==> src/hw/app_pkg.sv <==
// ~~~~~~~~~~~~~~~~~~~~
// Application format.
// Task indexing, descriptor layout and mapper kernel codes.
// ~~~~~~~~~~~~~~~~~~~~

package app_pkg;

    localparam int unsigned TASK_CNT_WIDTH = 8;

    typedef logic [TASK_CNT_WIDTH-1:0] task_idx_t;

    // Descriptor words in loader order.
    localparam int unsigned DESC_WORDS   = 4;
    localparam int unsigned DESC_TEXT_SZ = 0;
    localparam int unsigned DESC_DATA_SZ = 1;
    localparam int unsigned DESC_BSS_SZ  = 2;
    localparam int unsigned DESC_ENTRY   = 3;

    // Kernel code in payload word 0 of a delivery.
    localparam logic [31:0] APP_ALLOCATION_REQUEST = 32'h0000_0042;

endpackage

==> src/hw/noc_pkg.sv <==
// ~~~~~~~~~~~~~~~~~~~~
// Network packet format.
// Flit type, header layout and service codes.
// ~~~~~~~~~~~~~~~~~~~~

package noc_pkg;

    localparam int unsigned FLIT_WIDTH = 32;

    typedef logic [FLIT_WIDTH-1:0] flit_t;

    localparam int unsigned HEADER_FLITS = 13;

    // Header flit positions.
    localparam int unsigned HDR_TARGET       = 0;
    localparam int unsigned HDR_PAYLOAD_SIZE = 1;
    localparam int unsigned HDR_SERVICE      = 2;
    localparam int unsigned HDR_TASK_ID      = 3;
    localparam int unsigned HDR_MAPPER       = 4;
    localparam int unsigned HDR_DATA_SZ      = 9;
    localparam int unsigned HDR_TEXT_SZ      = 10;
    localparam int unsigned HDR_BSS_SZ       = 11;
    localparam int unsigned HDR_ENTRY        = 12;

    // Service codes.
    localparam flit_t MESSAGE_DELIVERY = 32'h0000_0002;
    localparam flit_t TASK_ALLOCATION  = 32'h0000_0040;

endpackage

==> src/hw/alloc_receiver.sv <==
// ~~~~~~~~~~~~~~~~~~~~
// Allocation receiver.
// Accepts packets from the network while armed, buffers the payload,
// drops packets that overflow and flags allocation deliveries.
// Task targets are read back from the payload buffer.
// ~~~~~~~~~~~~~~~~~~~~

`timescale 1ns/1ps

module alloc_receiver
    import noc_pkg::*;
    import app_pkg::*;
#(
    parameter int unsigned MAX_PAYLOAD_SIZE = 32
) (
    input  logic      clk_i,
    input  logic      rst_ni,
    input  logic      arm_i,
    input  logic      noc_rx_i,
    input  logic      noc_eop_i,
    input  flit_t     noc_data_i,
    output logic      noc_credit_o,
    input  task_idx_t task_idx_i,
    output logic      alloc_valid_o,
    output task_idx_t app_id_o,
    output flit_t     target_o
);

    localparam int unsigned PTR_W = $clog2(MAX_PAYLOAD_SIZE);
    localparam int unsigned HDR_W = $clog2(HEADER_FLITS);

    typedef enum logic [2:0] {
        RX_LISTEN,
        RX_HEADER,
        RX_PAYLOAD,
        RX_DROP,
        RX_DECIDE
    } rx_state_e;

    rx_state_e               state_q;
    rx_state_e               state_d;
    logic [HDR_W-1:0]        hdr_cnt_q;
    logic [PTR_W-1:0]        pay_cnt_q;
    flit_t                   service_q;
    flit_t                   payload_q [MAX_PAYLOAD_SIZE];
    logic                    flit_in;
    logic                    is_alloc;
    logic [TASK_CNT_WIDTH:0] tgt_sel;

    assign noc_credit_o = state_q inside {RX_HEADER, RX_PAYLOAD, RX_DROP};
    assign flit_in      = noc_rx_i && noc_credit_o;

    assign is_alloc = (service_q == MESSAGE_DELIVERY)
                   && (payload_q[0] == APP_ALLOCATION_REQUEST);
    assign alloc_valid_o = (state_q == RX_DECIDE) && is_alloc;

    always_comb begin
        state_d = state_q;
        case (state_q)
            RX_LISTEN: begin
                if (arm_i) state_d = RX_HEADER;
            end
            RX_HEADER: begin
                if (flit_in) begin
                    if (noc_eop_i) begin
                        state_d = RX_LISTEN;  // No payload to decode.
                    end else if (hdr_cnt_q == HDR_W'(HEADER_FLITS - 1)) begin
                        state_d = RX_PAYLOAD;
                    end
                end
            end
            RX_PAYLOAD: begin
                if (flit_in) begin
                    if (noc_eop_i) begin
                        state_d = RX_DECIDE;
                    end else if (pay_cnt_q == PTR_W'(MAX_PAYLOAD_SIZE - 1)) begin
                        state_d = RX_DROP;    // Buffer full.
                    end
                end
            end
            RX_DROP: begin
                if (flit_in && noc_eop_i) state_d = RX_LISTEN;
            end
            RX_DECIDE: state_d = RX_LISTEN;
            default:   state_d = RX_LISTEN;
        endcase
    end

    always_ff @(posedge clk_i or negedge rst_ni) begin
        if (!rst_ni) begin
            state_q   <= RX_LISTEN;
            hdr_cnt_q <= '0;
            pay_cnt_q <= '0;
        end else begin
            state_q <= state_d;
            if (state_q == RX_LISTEN) begin
                hdr_cnt_q <= '0;
                pay_cnt_q <= '0;
            end else if (flit_in && state_q == RX_HEADER) begin
                hdr_cnt_q <= hdr_cnt_q + 1'b1;
            end else if (flit_in && state_q == RX_PAYLOAD) begin
                pay_cnt_q <= pay_cnt_q + 1'b1;
            end
        end
    end

    // Only the service flit is needed for the decode.
    always_ff @(posedge clk_i) begin
        if (flit_in && state_q == RX_HEADER && hdr_cnt_q == HDR_W'(HDR_SERVICE)) begin
            service_q <= noc_data_i;
        end
        if (flit_in && state_q == RX_PAYLOAD) begin
            payload_q[pay_cnt_q] <= noc_data_i;
        end
    end

    assign app_id_o = payload_q[1][TASK_CNT_WIDTH-1:0];

    // Targets start at payload word 2.
    assign tgt_sel  = task_idx_i + 2'd2;
    assign target_o = (tgt_sel < MAX_PAYLOAD_SIZE) ? payload_q[PTR_W'(tgt_sel)] : '0;

endmodule

==> src/hw/packet_sender.sv <==
// ~~~~~~~~~~~~~~~~~~~~
// Packet sender.
// Sends the task-allocation header followed by the task body
// streamed from the loader.
// ~~~~~~~~~~~~~~~~~~~~

`timescale 1ns/1ps

module packet_sender
    import noc_pkg::*;
    import app_pkg::*;
(
    input  logic        clk_i,
    input  logic        rst_ni,
    input  logic        start_i,
    input  flit_t       target_i,
    input  task_idx_t   app_id_i,
    input  task_idx_t   task_idx_i,
    input  logic [15:0] mapper_address_i,
    input  flit_t       text_sz_i,
    input  flit_t       data_sz_i,
    input  flit_t       bss_sz_i,
    input  flit_t       entry_i,
    input  logic        src_rx_i,
    input  flit_t       src_data_i,
    input  logic        noc_credit_i,
    output logic        noc_tx_o,
    output logic        noc_eop_o,
    output flit_t       noc_data_o,
    output logic        body_credit_o,
    output logic        done_o
);

    localparam int unsigned HDR_W = $clog2(HEADER_FLITS);

    typedef enum logic [1:0] {
        TX_IDLE,
        TX_HEADER,
        TX_BODY,
        TX_DONE
    } tx_state_e;

    tx_state_e        state_q;
    tx_state_e        state_d;
    logic [HDR_W-1:0] hdr_idx_q;
    flit_t            body_cnt_q;
    flit_t            target_q;
    flit_t            task_id_q;
    flit_t            mapper_q;
    flit_t            text_sz_q;
    flit_t            data_sz_q;
    flit_t            bss_sz_q;
    flit_t            entry_q;
    flit_t            hdr_flit;
    logic             last_hdr;
    logic             flit_out;

    assign last_hdr = hdr_idx_q == HDR_W'(HEADER_FLITS - 1);
    assign flit_out = noc_tx_o && noc_credit_i;
    assign done_o   = state_q == TX_DONE;

    always_comb begin
        case (hdr_idx_q)
            HDR_TARGET:       hdr_flit = target_q;
            HDR_PAYLOAD_SIZE: hdr_flit = body_cnt_q + FLIT_WIDTH'(HEADER_FLITS - 2);
            HDR_SERVICE:      hdr_flit = TASK_ALLOCATION;
            HDR_TASK_ID:      hdr_flit = task_id_q;
            HDR_MAPPER:       hdr_flit = mapper_q;
            HDR_DATA_SZ:      hdr_flit = data_sz_q;
            HDR_TEXT_SZ:      hdr_flit = text_sz_q;
            HDR_BSS_SZ:       hdr_flit = bss_sz_q;
            HDR_ENTRY:        hdr_flit = entry_q;
            default:          hdr_flit = '0;
        endcase
    end

    always_comb begin
        noc_tx_o      = 1'b0;
        noc_eop_o     = 1'b0;
        noc_data_o    = hdr_flit;
        body_credit_o = 1'b0;
        case (state_q)
            TX_HEADER: begin
                noc_tx_o  = 1'b1;
                noc_eop_o = last_hdr && (body_cnt_q == '0);  // Empty body.
            end
            TX_BODY: begin
                noc_tx_o      = src_rx_i;
                noc_eop_o     = src_rx_i && (body_cnt_q == FLIT_WIDTH'(1));
                noc_data_o    = src_data_i;
                body_credit_o = noc_credit_i;
            end
            default: ;
        endcase
    end

    always_comb begin
        state_d = state_q;
        case (state_q)
            TX_IDLE:   if (start_i) state_d = TX_HEADER;
            TX_HEADER: begin
                if (flit_out && last_hdr) begin
                    state_d = (body_cnt_q == '0) ? TX_DONE : TX_BODY;
                end
            end
            TX_BODY:   if (flit_out && body_cnt_q == FLIT_WIDTH'(1)) state_d = TX_DONE;
            TX_DONE:   state_d = TX_IDLE;
            default:   state_d = TX_IDLE;
        endcase
    end

    always_ff @(posedge clk_i or negedge rst_ni) begin
        if (!rst_ni) begin
            state_q    <= TX_IDLE;
            hdr_idx_q  <= '0;
            body_cnt_q <= '0;
        end else begin
            state_q <= state_d;
            if (state_q != TX_HEADER) begin
                hdr_idx_q <= '0;
            end else if (flit_out) begin
                hdr_idx_q <= hdr_idx_q + 1'b1;
            end
            if (state_q == TX_IDLE && start_i) begin
                body_cnt_q <= (text_sz_i + data_sz_i) >> 2;  // Bytes to words.
            end else if (state_q == TX_BODY && flit_out) begin
                body_cnt_q <= body_cnt_q - 1'b1;
            end
        end
    end

    always_ff @(posedge clk_i) begin
        if (state_q == TX_IDLE && start_i) begin
            target_q  <= target_i;
            task_id_q <= {{(FLIT_WIDTH - 2 * TASK_CNT_WIDTH){1'b0}}, app_id_i, task_idx_i};
            mapper_q  <= {{(FLIT_WIDTH - 16){1'b0}}, mapper_address_i};
            text_sz_q <= text_sz_i;
            data_sz_q <= data_sz_i;
            bss_sz_q  <= bss_sz_i;
            entry_q   <= entry_i;
        end
    end

endmodule

==> src/hw/task_injector.sv <==
// ~~~~~~~~~~~~~~~~~~~~
// Task injector top level.
// Loader in, allocation packets out, mapper deliveries in.
// ~~~~~~~~~~~~~~~~~~~~

`timescale 1ns/1ps

module task_injector
    import noc_pkg::*;
    import app_pkg::*;
#(
    parameter int unsigned MAX_PAYLOAD_SIZE = 32
) (
    input  logic        clk_i,
    input  logic        rst_ni,
    input  logic        src_rx_i,
    input  flit_t       src_data_i,
    output logic        src_credit_o,
    input  logic [15:0] mapper_address_i,
    output logic        noc_tx_o,
    output logic        noc_eop_o,
    input  logic        noc_credit_i,
    output flit_t       noc_data_o,
    input  logic        noc_rx_i,
    input  logic        noc_eop_i,
    output logic        noc_credit_o,
    input  flit_t       noc_data_i
);

    logic      arm;
    logic      alloc_valid;
    task_idx_t app_id;
    task_idx_t task_idx;
    flit_t     target;
    logic      start;
    flit_t     text_sz;
    flit_t     data_sz;
    flit_t     bss_sz;
    flit_t     entry;
    logic      body_credit;
    logic      done;

    alloc_receiver #(
        .MAX_PAYLOAD_SIZE (MAX_PAYLOAD_SIZE)
    ) u_alloc_receiver (
        .clk_i         (clk_i),
        .rst_ni        (rst_ni),
        .arm_i         (arm),
        .noc_rx_i      (noc_rx_i),
        .noc_eop_i     (noc_eop_i),
        .noc_data_i    (noc_data_i),
        .noc_credit_o  (noc_credit_o),
        .task_idx_i    (task_idx),
        .alloc_valid_o (alloc_valid),
        .app_id_o      (app_id),
        .target_o      (target)
    );

    task_sequencer u_task_sequencer (
        .clk_i         (clk_i),
        .rst_ni        (rst_ni),
        .src_rx_i      (src_rx_i),
        .src_data_i    (src_data_i),
        .src_credit_o  (src_credit_o),
        .arm_o         (arm),
        .alloc_valid_i (alloc_valid),
        .task_idx_o    (task_idx),
        .start_o       (start),
        .text_sz_o     (text_sz),
        .data_sz_o     (data_sz),
        .bss_sz_o      (bss_sz),
        .entry_o       (entry),
        .body_credit_i (body_credit),
        .done_i        (done)
    );

    packet_sender u_packet_sender (
        .clk_i            (clk_i),
        .rst_ni           (rst_ni),
        .start_i          (start),
        .target_i         (target),
        .app_id_i         (app_id),
        .task_idx_i       (task_idx),
        .mapper_address_i (mapper_address_i),
        .text_sz_i        (text_sz),
        .data_sz_i        (data_sz),
        .bss_sz_i         (bss_sz),
        .entry_i          (entry),
        .src_rx_i         (src_rx_i),
        .src_data_i       (src_data_i),
        .noc_credit_i     (noc_credit_i),
        .noc_tx_o         (noc_tx_o),
        .noc_eop_o        (noc_eop_o),
        .noc_data_o       (noc_data_o),
        .body_credit_o    (body_credit),
        .done_o           (done)
    );

endmodule

==> src/hw/task_sequencer.sv <==
// ~~~~~~~~~~~~~~~~~~~~
// Task sequencer.
// Reads the task count and per-task descriptors from the loader,
// waits for the allocation and launches one packet per task.
// ~~~~~~~~~~~~~~~~~~~~

`timescale 1ns/1ps

module task_sequencer
    import noc_pkg::*;
    import app_pkg::*;
(
    input  logic      clk_i,
    input  logic      rst_ni,
    input  logic      src_rx_i,
    input  flit_t     src_data_i,
    output logic      src_credit_o,
    output logic      arm_o,
    input  logic      alloc_valid_i,
    output task_idx_t task_idx_o,
    output logic      start_o,
    output flit_t     text_sz_o,
    output flit_t     data_sz_o,
    output flit_t     bss_sz_o,
    output flit_t     entry_o,
    input  logic      body_credit_i,
    input  logic      done_i
);

    localparam int unsigned DESC_CNT_W = $clog2(DESC_WORDS);

    typedef enum logic [2:0] {
        SQ_IDLE,
        SQ_WAIT_ALLOC,
        SQ_DESC,
        SQ_NEXT,
        SQ_SEND
    } seq_state_e;

    seq_state_e            state_q;
    seq_state_e            state_d;
    task_idx_t             task_cnt_q;
    task_idx_t             task_idx_q;
    logic [DESC_CNT_W-1:0] desc_cnt_q;
    flit_t                 text_sz_q;
    flit_t                 data_sz_q;
    flit_t                 bss_sz_q;
    flit_t                 entry_q;
    logic                  word_in;
    logic                  cnt_ok;
    logic                  last_desc;

    always_comb begin
        case (state_q)
            SQ_IDLE, SQ_DESC: src_credit_o = 1'b1;
            SQ_SEND:          src_credit_o = body_credit_i;  // Body streams through.
            default:          src_credit_o = 1'b0;
        endcase
    end

    assign word_in   = src_rx_i && src_credit_o;
    assign cnt_ok    = src_data_i[TASK_CNT_WIDTH-1:0] != '0;
    assign last_desc = desc_cnt_q == DESC_CNT_W'(DESC_WORDS - 1);

    // Armed already in the count cycle so receive credit opens a cycle later.
    assign arm_o = (state_q == SQ_WAIT_ALLOC)
                || (state_q == SQ_IDLE && word_in && cnt_ok);

    always_comb begin
        state_d = state_q;
        case (state_q)
            SQ_IDLE: begin
                if (word_in && cnt_ok) state_d = SQ_WAIT_ALLOC;
            end
            SQ_WAIT_ALLOC: begin
                if (alloc_valid_i) state_d = SQ_DESC;
            end
            SQ_DESC: begin
                if (word_in && last_desc) state_d = SQ_NEXT;
            end
            SQ_NEXT: state_d = SQ_SEND;
            SQ_SEND: begin
                if (done_i) begin
                    state_d = (task_idx_q == task_cnt_q) ? SQ_IDLE : SQ_DESC;
                end
            end
            default: state_d = SQ_IDLE;
        endcase
    end

    always_ff @(posedge clk_i or negedge rst_ni) begin
        if (!rst_ni) begin
            state_q    <= SQ_IDLE;
            task_cnt_q <= '0;
            task_idx_q <= '0;
            desc_cnt_q <= '0;
        end else begin
            state_q <= state_d;
            if (state_q == SQ_IDLE) begin
                task_idx_q <= '0;
                if (word_in) task_cnt_q <= src_data_i[TASK_CNT_WIDTH-1:0];
            end else if (state_q == SQ_NEXT) begin
                task_idx_q <= task_idx_q + 1'b1;  // Advance once the packet is launched.
            end
            if (state_q != SQ_DESC) begin
                desc_cnt_q <= '0;
            end else if (word_in) begin
                desc_cnt_q <= desc_cnt_q + 1'b1;
            end
        end
    end

    always_ff @(posedge clk_i) begin
        if (state_q == SQ_DESC && word_in) begin
            case (desc_cnt_q)
                DESC_TEXT_SZ: text_sz_q <= src_data_i;
                DESC_DATA_SZ: data_sz_q <= src_data_i;
                DESC_BSS_SZ:  bss_sz_q  <= src_data_i;
                DESC_ENTRY:   entry_q   <= src_data_i;
                default: ;
            endcase
        end
    end

    assign start_o    = state_q == SQ_NEXT;
    assign task_idx_o = task_idx_q;
    assign text_sz_o  = text_sz_q;
    assign data_sz_o  = data_sz_q;
    assign bss_sz_o   = bss_sz_q;
    assign entry_o    = entry_q;

endmodule

==> config.mk <==
export PLATFORM = sky130hd
export DESIGN_NAME = task_injector
export DESIGN_NICKNAME = d
export VERILOG_FILES = /design/src/hw/app_pkg.sv /design/src/hw/noc_pkg.sv /design/src/hw/alloc_receiver.sv /design/src/hw/packet_sender.sv /design/src/hw/task_injector.sv /design/src/hw/task_sequencer.sv
export SDC_FILE = /design/constraint.sdc
export NUM_CORES = 2
export LEC_CHECK = 0
export BUFFER_PORTS_ARGS = -buffer_cell sky130_fd_sc_hd__buf_2
export CELL_PAD_IN_SITES_DETAIL_PLACEMENT = 0
export CELL_PAD_IN_SITES_GLOBAL_PLACEMENT = 1
export CORE_AREA = 5 5 365 367
export DETAILED_ROUTE_END_ITERATION = 12
export DIE_AREA = 0 0 370 372
export PLACE_DENSITY_LB_ADDON = 0.1
export SLEW_MARGIN = 20
export SYNTH_ARGS = -nofsm -noshare
export SYNTH_HDL_FRONTEND = slang
export SYNTH_SLANG_ARGS = --single-unit
==> constraint.sdc <==
create_clock -name clk_i -period 19.8 [get_ports clk_i]
set_input_delay 2.97 -clock clk_i [delete_from_list [all_inputs] [get_ports clk_i]]
set_output_delay 2.97 -clock clk_i [all_outputs]
set_load 0.02 [all_outputs]
==> qor.txt <==
=========================================================================================
Run status ................................................................. finished clean
Max FFs per register .......................................................         1024
Synthesized-area fraction occupied by ao, oa, aoi and oai cells ............       0.0407
Core Footprint .............................................................  0.129 sq mm
Aggregate routed wire length ............................................... 153000 microns
Leakage power summed over all cells ........................................      20.7 nW
Drt wl/cell ................................................................ 30.3 microns
Chip Width .................................................................  370 microns
Total count of hold-check failures in the final report .....................            0
Final core area utilization ................................................        0.509
Total global routing overflow ..............................................            0
Die height .................................................................  372 microns
Biggest area consumer among synthesized cells ..............................     edfxtp_1
Setup_tns ..................................................................         0 ps
Number of hold-repair buffers added at the cts stage .......................            0
Setup repair after global routing missed its margin ........................           no
Post-synthesis share of cell area spent on and, or, nand and nor gates .....       0.0401
CTS buffer count ...........................................................          154
Unique masters post-synth ..................................................           78
Max-cap violation count ....................................................            0
Clock latency at the later pin of the worst-skew pair ......................       770 ps
Share of cell area taken by muxes after synthesis ..........................        0.131
FF+latch area .............................................................. 0.0431 sq mm
Number of iterations in the first detailed-routing pass ....................            7
First element of the critical path ......................................... u_packet_sender.body_cnt_q[0]
Cell count after synthesis .................................................         2984
Register containing the most flip-flops in the final layout ................ u_alloc_receiver.payload_q
Clock tree from TritonCTS ..................................................        built
Total Die Area .............................................................  0.138 sq mm
Most numerous cell in the Yosys netlist ....................................     edfxtp_1
Normalized max-slew margin .................................................        0.350
Most used DFF post-synth ...................................................     edfxtp_1
Most numerous cell types in the synthesized netlist ........................ edfxtp_1 (1376), mux4_2 (320), nand2_1 (150)
CTS resizes ................................................................            0
Aggregate global-route resource usage ......................................        0.223
Beginning of the worst register-to-register path ........................... u_task_sequencer.task_idx_o[1]
Layout Nets ................................................................         3315
Maximum clock insertion buffer count .......................................            3
Kind of path behind the tightest hold check ................................   reg -> reg
Power consumption ..........................................................      6.89 mW
Main area contributors after synthesis ..................................... edfxtp_1 (72%), mux4_2 (12%), dfrtp_1 (3.1%)
Setup Skew .................................................................      17.0 ps
TritonCTS sink count .......................................................         1447
Starting utilization of the core area ......................................        0.447
Number of endpoints failing setup at the final stage .......................            0
CP required ................................................................     16830 ps
Yosys warning total ........................................................            0
Synth Area per Inst ........................................................   19.3 sq um
Fraction of the cycle the final worst path needs ...........................        0.346
Buffers inserted by post-CTS timing repair .................................            0
Maximum fanout encountered on the critical timing path .....................            5
Ratio of routed vias to standard cells .....................................         5.86
PwrDens ....................................................................  105 mW/mm^2
Antenna violations before repair ...........................................           12
Half-perimeter wire length after placement ................................. 86400 microns
Net count of the mapped netlist ............................................         3126
Summed instance area of the synthesized netlist ............................ 0.0577 sq mm
Clock transition at the registers of the reported paths ....................        60 ps
Critical path class ........................................................   reg -> out
Total area of multi-input combinational cells .............................. 0.0142 sq mm
Vias after detailed routing ................................................        29500
Top-Level Pins .............................................................          122
Post-route minimum period ..................................................      6850 ps
Number of port buffers .....................................................          121
H-tree depth ...............................................................            4
Startpoint of the worst hold path .......................................... u_task_sequencer.bss_sz_o[7]
Combinational family with the most area after synthesis .................... multiplexers
Initial drt markers ........................................................         2867
Pin count of the biggest net entering global routing .......................          108
Proportion of register bits with asynchronous set or reset after synthesis .       0.0491
Layout cell share with drive strength beyond 1 .............................        0.247
Adder-cell share of the synthesized area ...................................       0.0121
Clock tree root buffer cell ................................................    clkbuf_16
Element type at the critical path start ....................................     register
Filler instances ...........................................................        10500
Arrival time of data at the critical path endpoint .........................      3880 ps
Part of the Yosys area used for sequential elements ........................        0.747
Number of enable-type register cells in the synthesized netlist ............         1376
DRC errors left ............................................................            0
Number of placement rows ...................................................          132
IR Drop Worst-Case VDD .....................................................  0.0000737 V
Number of storage elements in the synthesis netlist ........................         1447
RePlAce Congestion .........................................................        0.862
Area growth, synth to finish ...............................................        13.8%
Post-synthesis xor/xnor area fraction ......................................       0.0158
Nature of the critical path endpoint .......................................   output pin
Total count of max-transition violations in the final report ...............            0
Max Clock Freq .............................................................    0.146 GHz
Least-Margin Pin Slew ......................................................       975 ps
Wire length of the first global-routing pass ............................... 219000 microns
Share of Yosys cell area claimed by the top area cell type .................        0.716
Detail Route Antenna Nets ..................................................            0
Number of global-route vias before repair ..................................        30500
=========================================================================================
[path summary, 6_finish.rpt]
check / to / slack, ps / cells after the start
worst min register to register: u_packet_sender.bss_sz_q[7] / 400 / 0
worst max register to register: u_packet_sender.target_q[16] / 15330 / 6
min in group asynchronous: u_task_sequencer.state_q[2] / 2240 / 1
max in group asynchronous: u_task_sequencer.task_idx_o[1] / 16980 / 1
worst max-delay path: noc_data_o[30] / 12950 / 10
worst min-delay path: u_packet_sender.bss_sz_q[7] / 400 / 0
[report_power, final]
part	internal [mW]	switching [mW]
clock network	1.65	1.17
logic	0.201	0.369
registers	3.41	0.0925
[routing by layer]
layer  track usage  vias up  share of wire
met5             0        -        0.00014
met4        0.0604        4          0.022
met3        0.0371      224          0.051
met2         0.385      885           0.51
met1         0.296    15800           0.41
li1              -    12600              -
[layout by cell type, fill, tap and decap left out, drive strengths merged, types with 27 or more instances in the layout]
cell	Yosys	routed
inv	37	45
nand2	151	151
nor3	33	33
clkinv	1	59
buf	39	186
o21ai	56	56
a21oi	117	117
a22oi	43	43
edfxtp	1376	1376
dfrtp	71	71
mux4	320	320
nor2	118	118
xnor2	58	58
clkbuf	114	186
ha	56	56
xor2	46	46
nand3	48	48
nor4	27	27
[cell type report]
class                   instances  area share
diodes                          5    0.000191
clock buffers                 186      0.0620
repair buffers                186      0.0174
well taps                    1742      0.0332
clock inverters                88      0.0127
flip-flops and latches       1447       0.656
multi-input cells            1346       0.216
inverters                      38     0.00229
[cells by family (layout without fill, tap and decap cells)]
| logic type | after synthesis | count (layout) |
|---|---|---|
| AOI/OAI and AO/OA | 353 | 353 |
| xor gates and xnor gates | 104 | 104 |
| adders and majority gates | 56 | 56 |
| buffers and inverters | 191 | 498 |
| DFF | 1447 | 1447 |
| muxes | 354 | 354 |
| other | 0 | 5 |
| and+or+nand+nor | 479 | 479 |
[stage by stage]
step	instance area [sq um]	setup WS (ps)	hold slack (ps)	std cells
6_report	65700	12950	401	5038
5_1_grt	65700	12690	422	5034
4_1_cts	65600	12900	410	5032
3_5_place_dp	60700	12990	405	4758
3_3_place_gp	60700	13020	401	4758
2_1_floorplan	57700	12460	400	2984
[critical path, stage by stage (launching register included)]
cell	delay, ps
dfrtp_1	440
inv_1	130
ha_1	270
nor2b_1	220
o21ai_0	270
or2_2	390
nor3_1	660
nand3_1	180
xor2_1	190
o21ai_0	180
buf_2	200
Note: power is estimated with default switching activity, not from simulation.
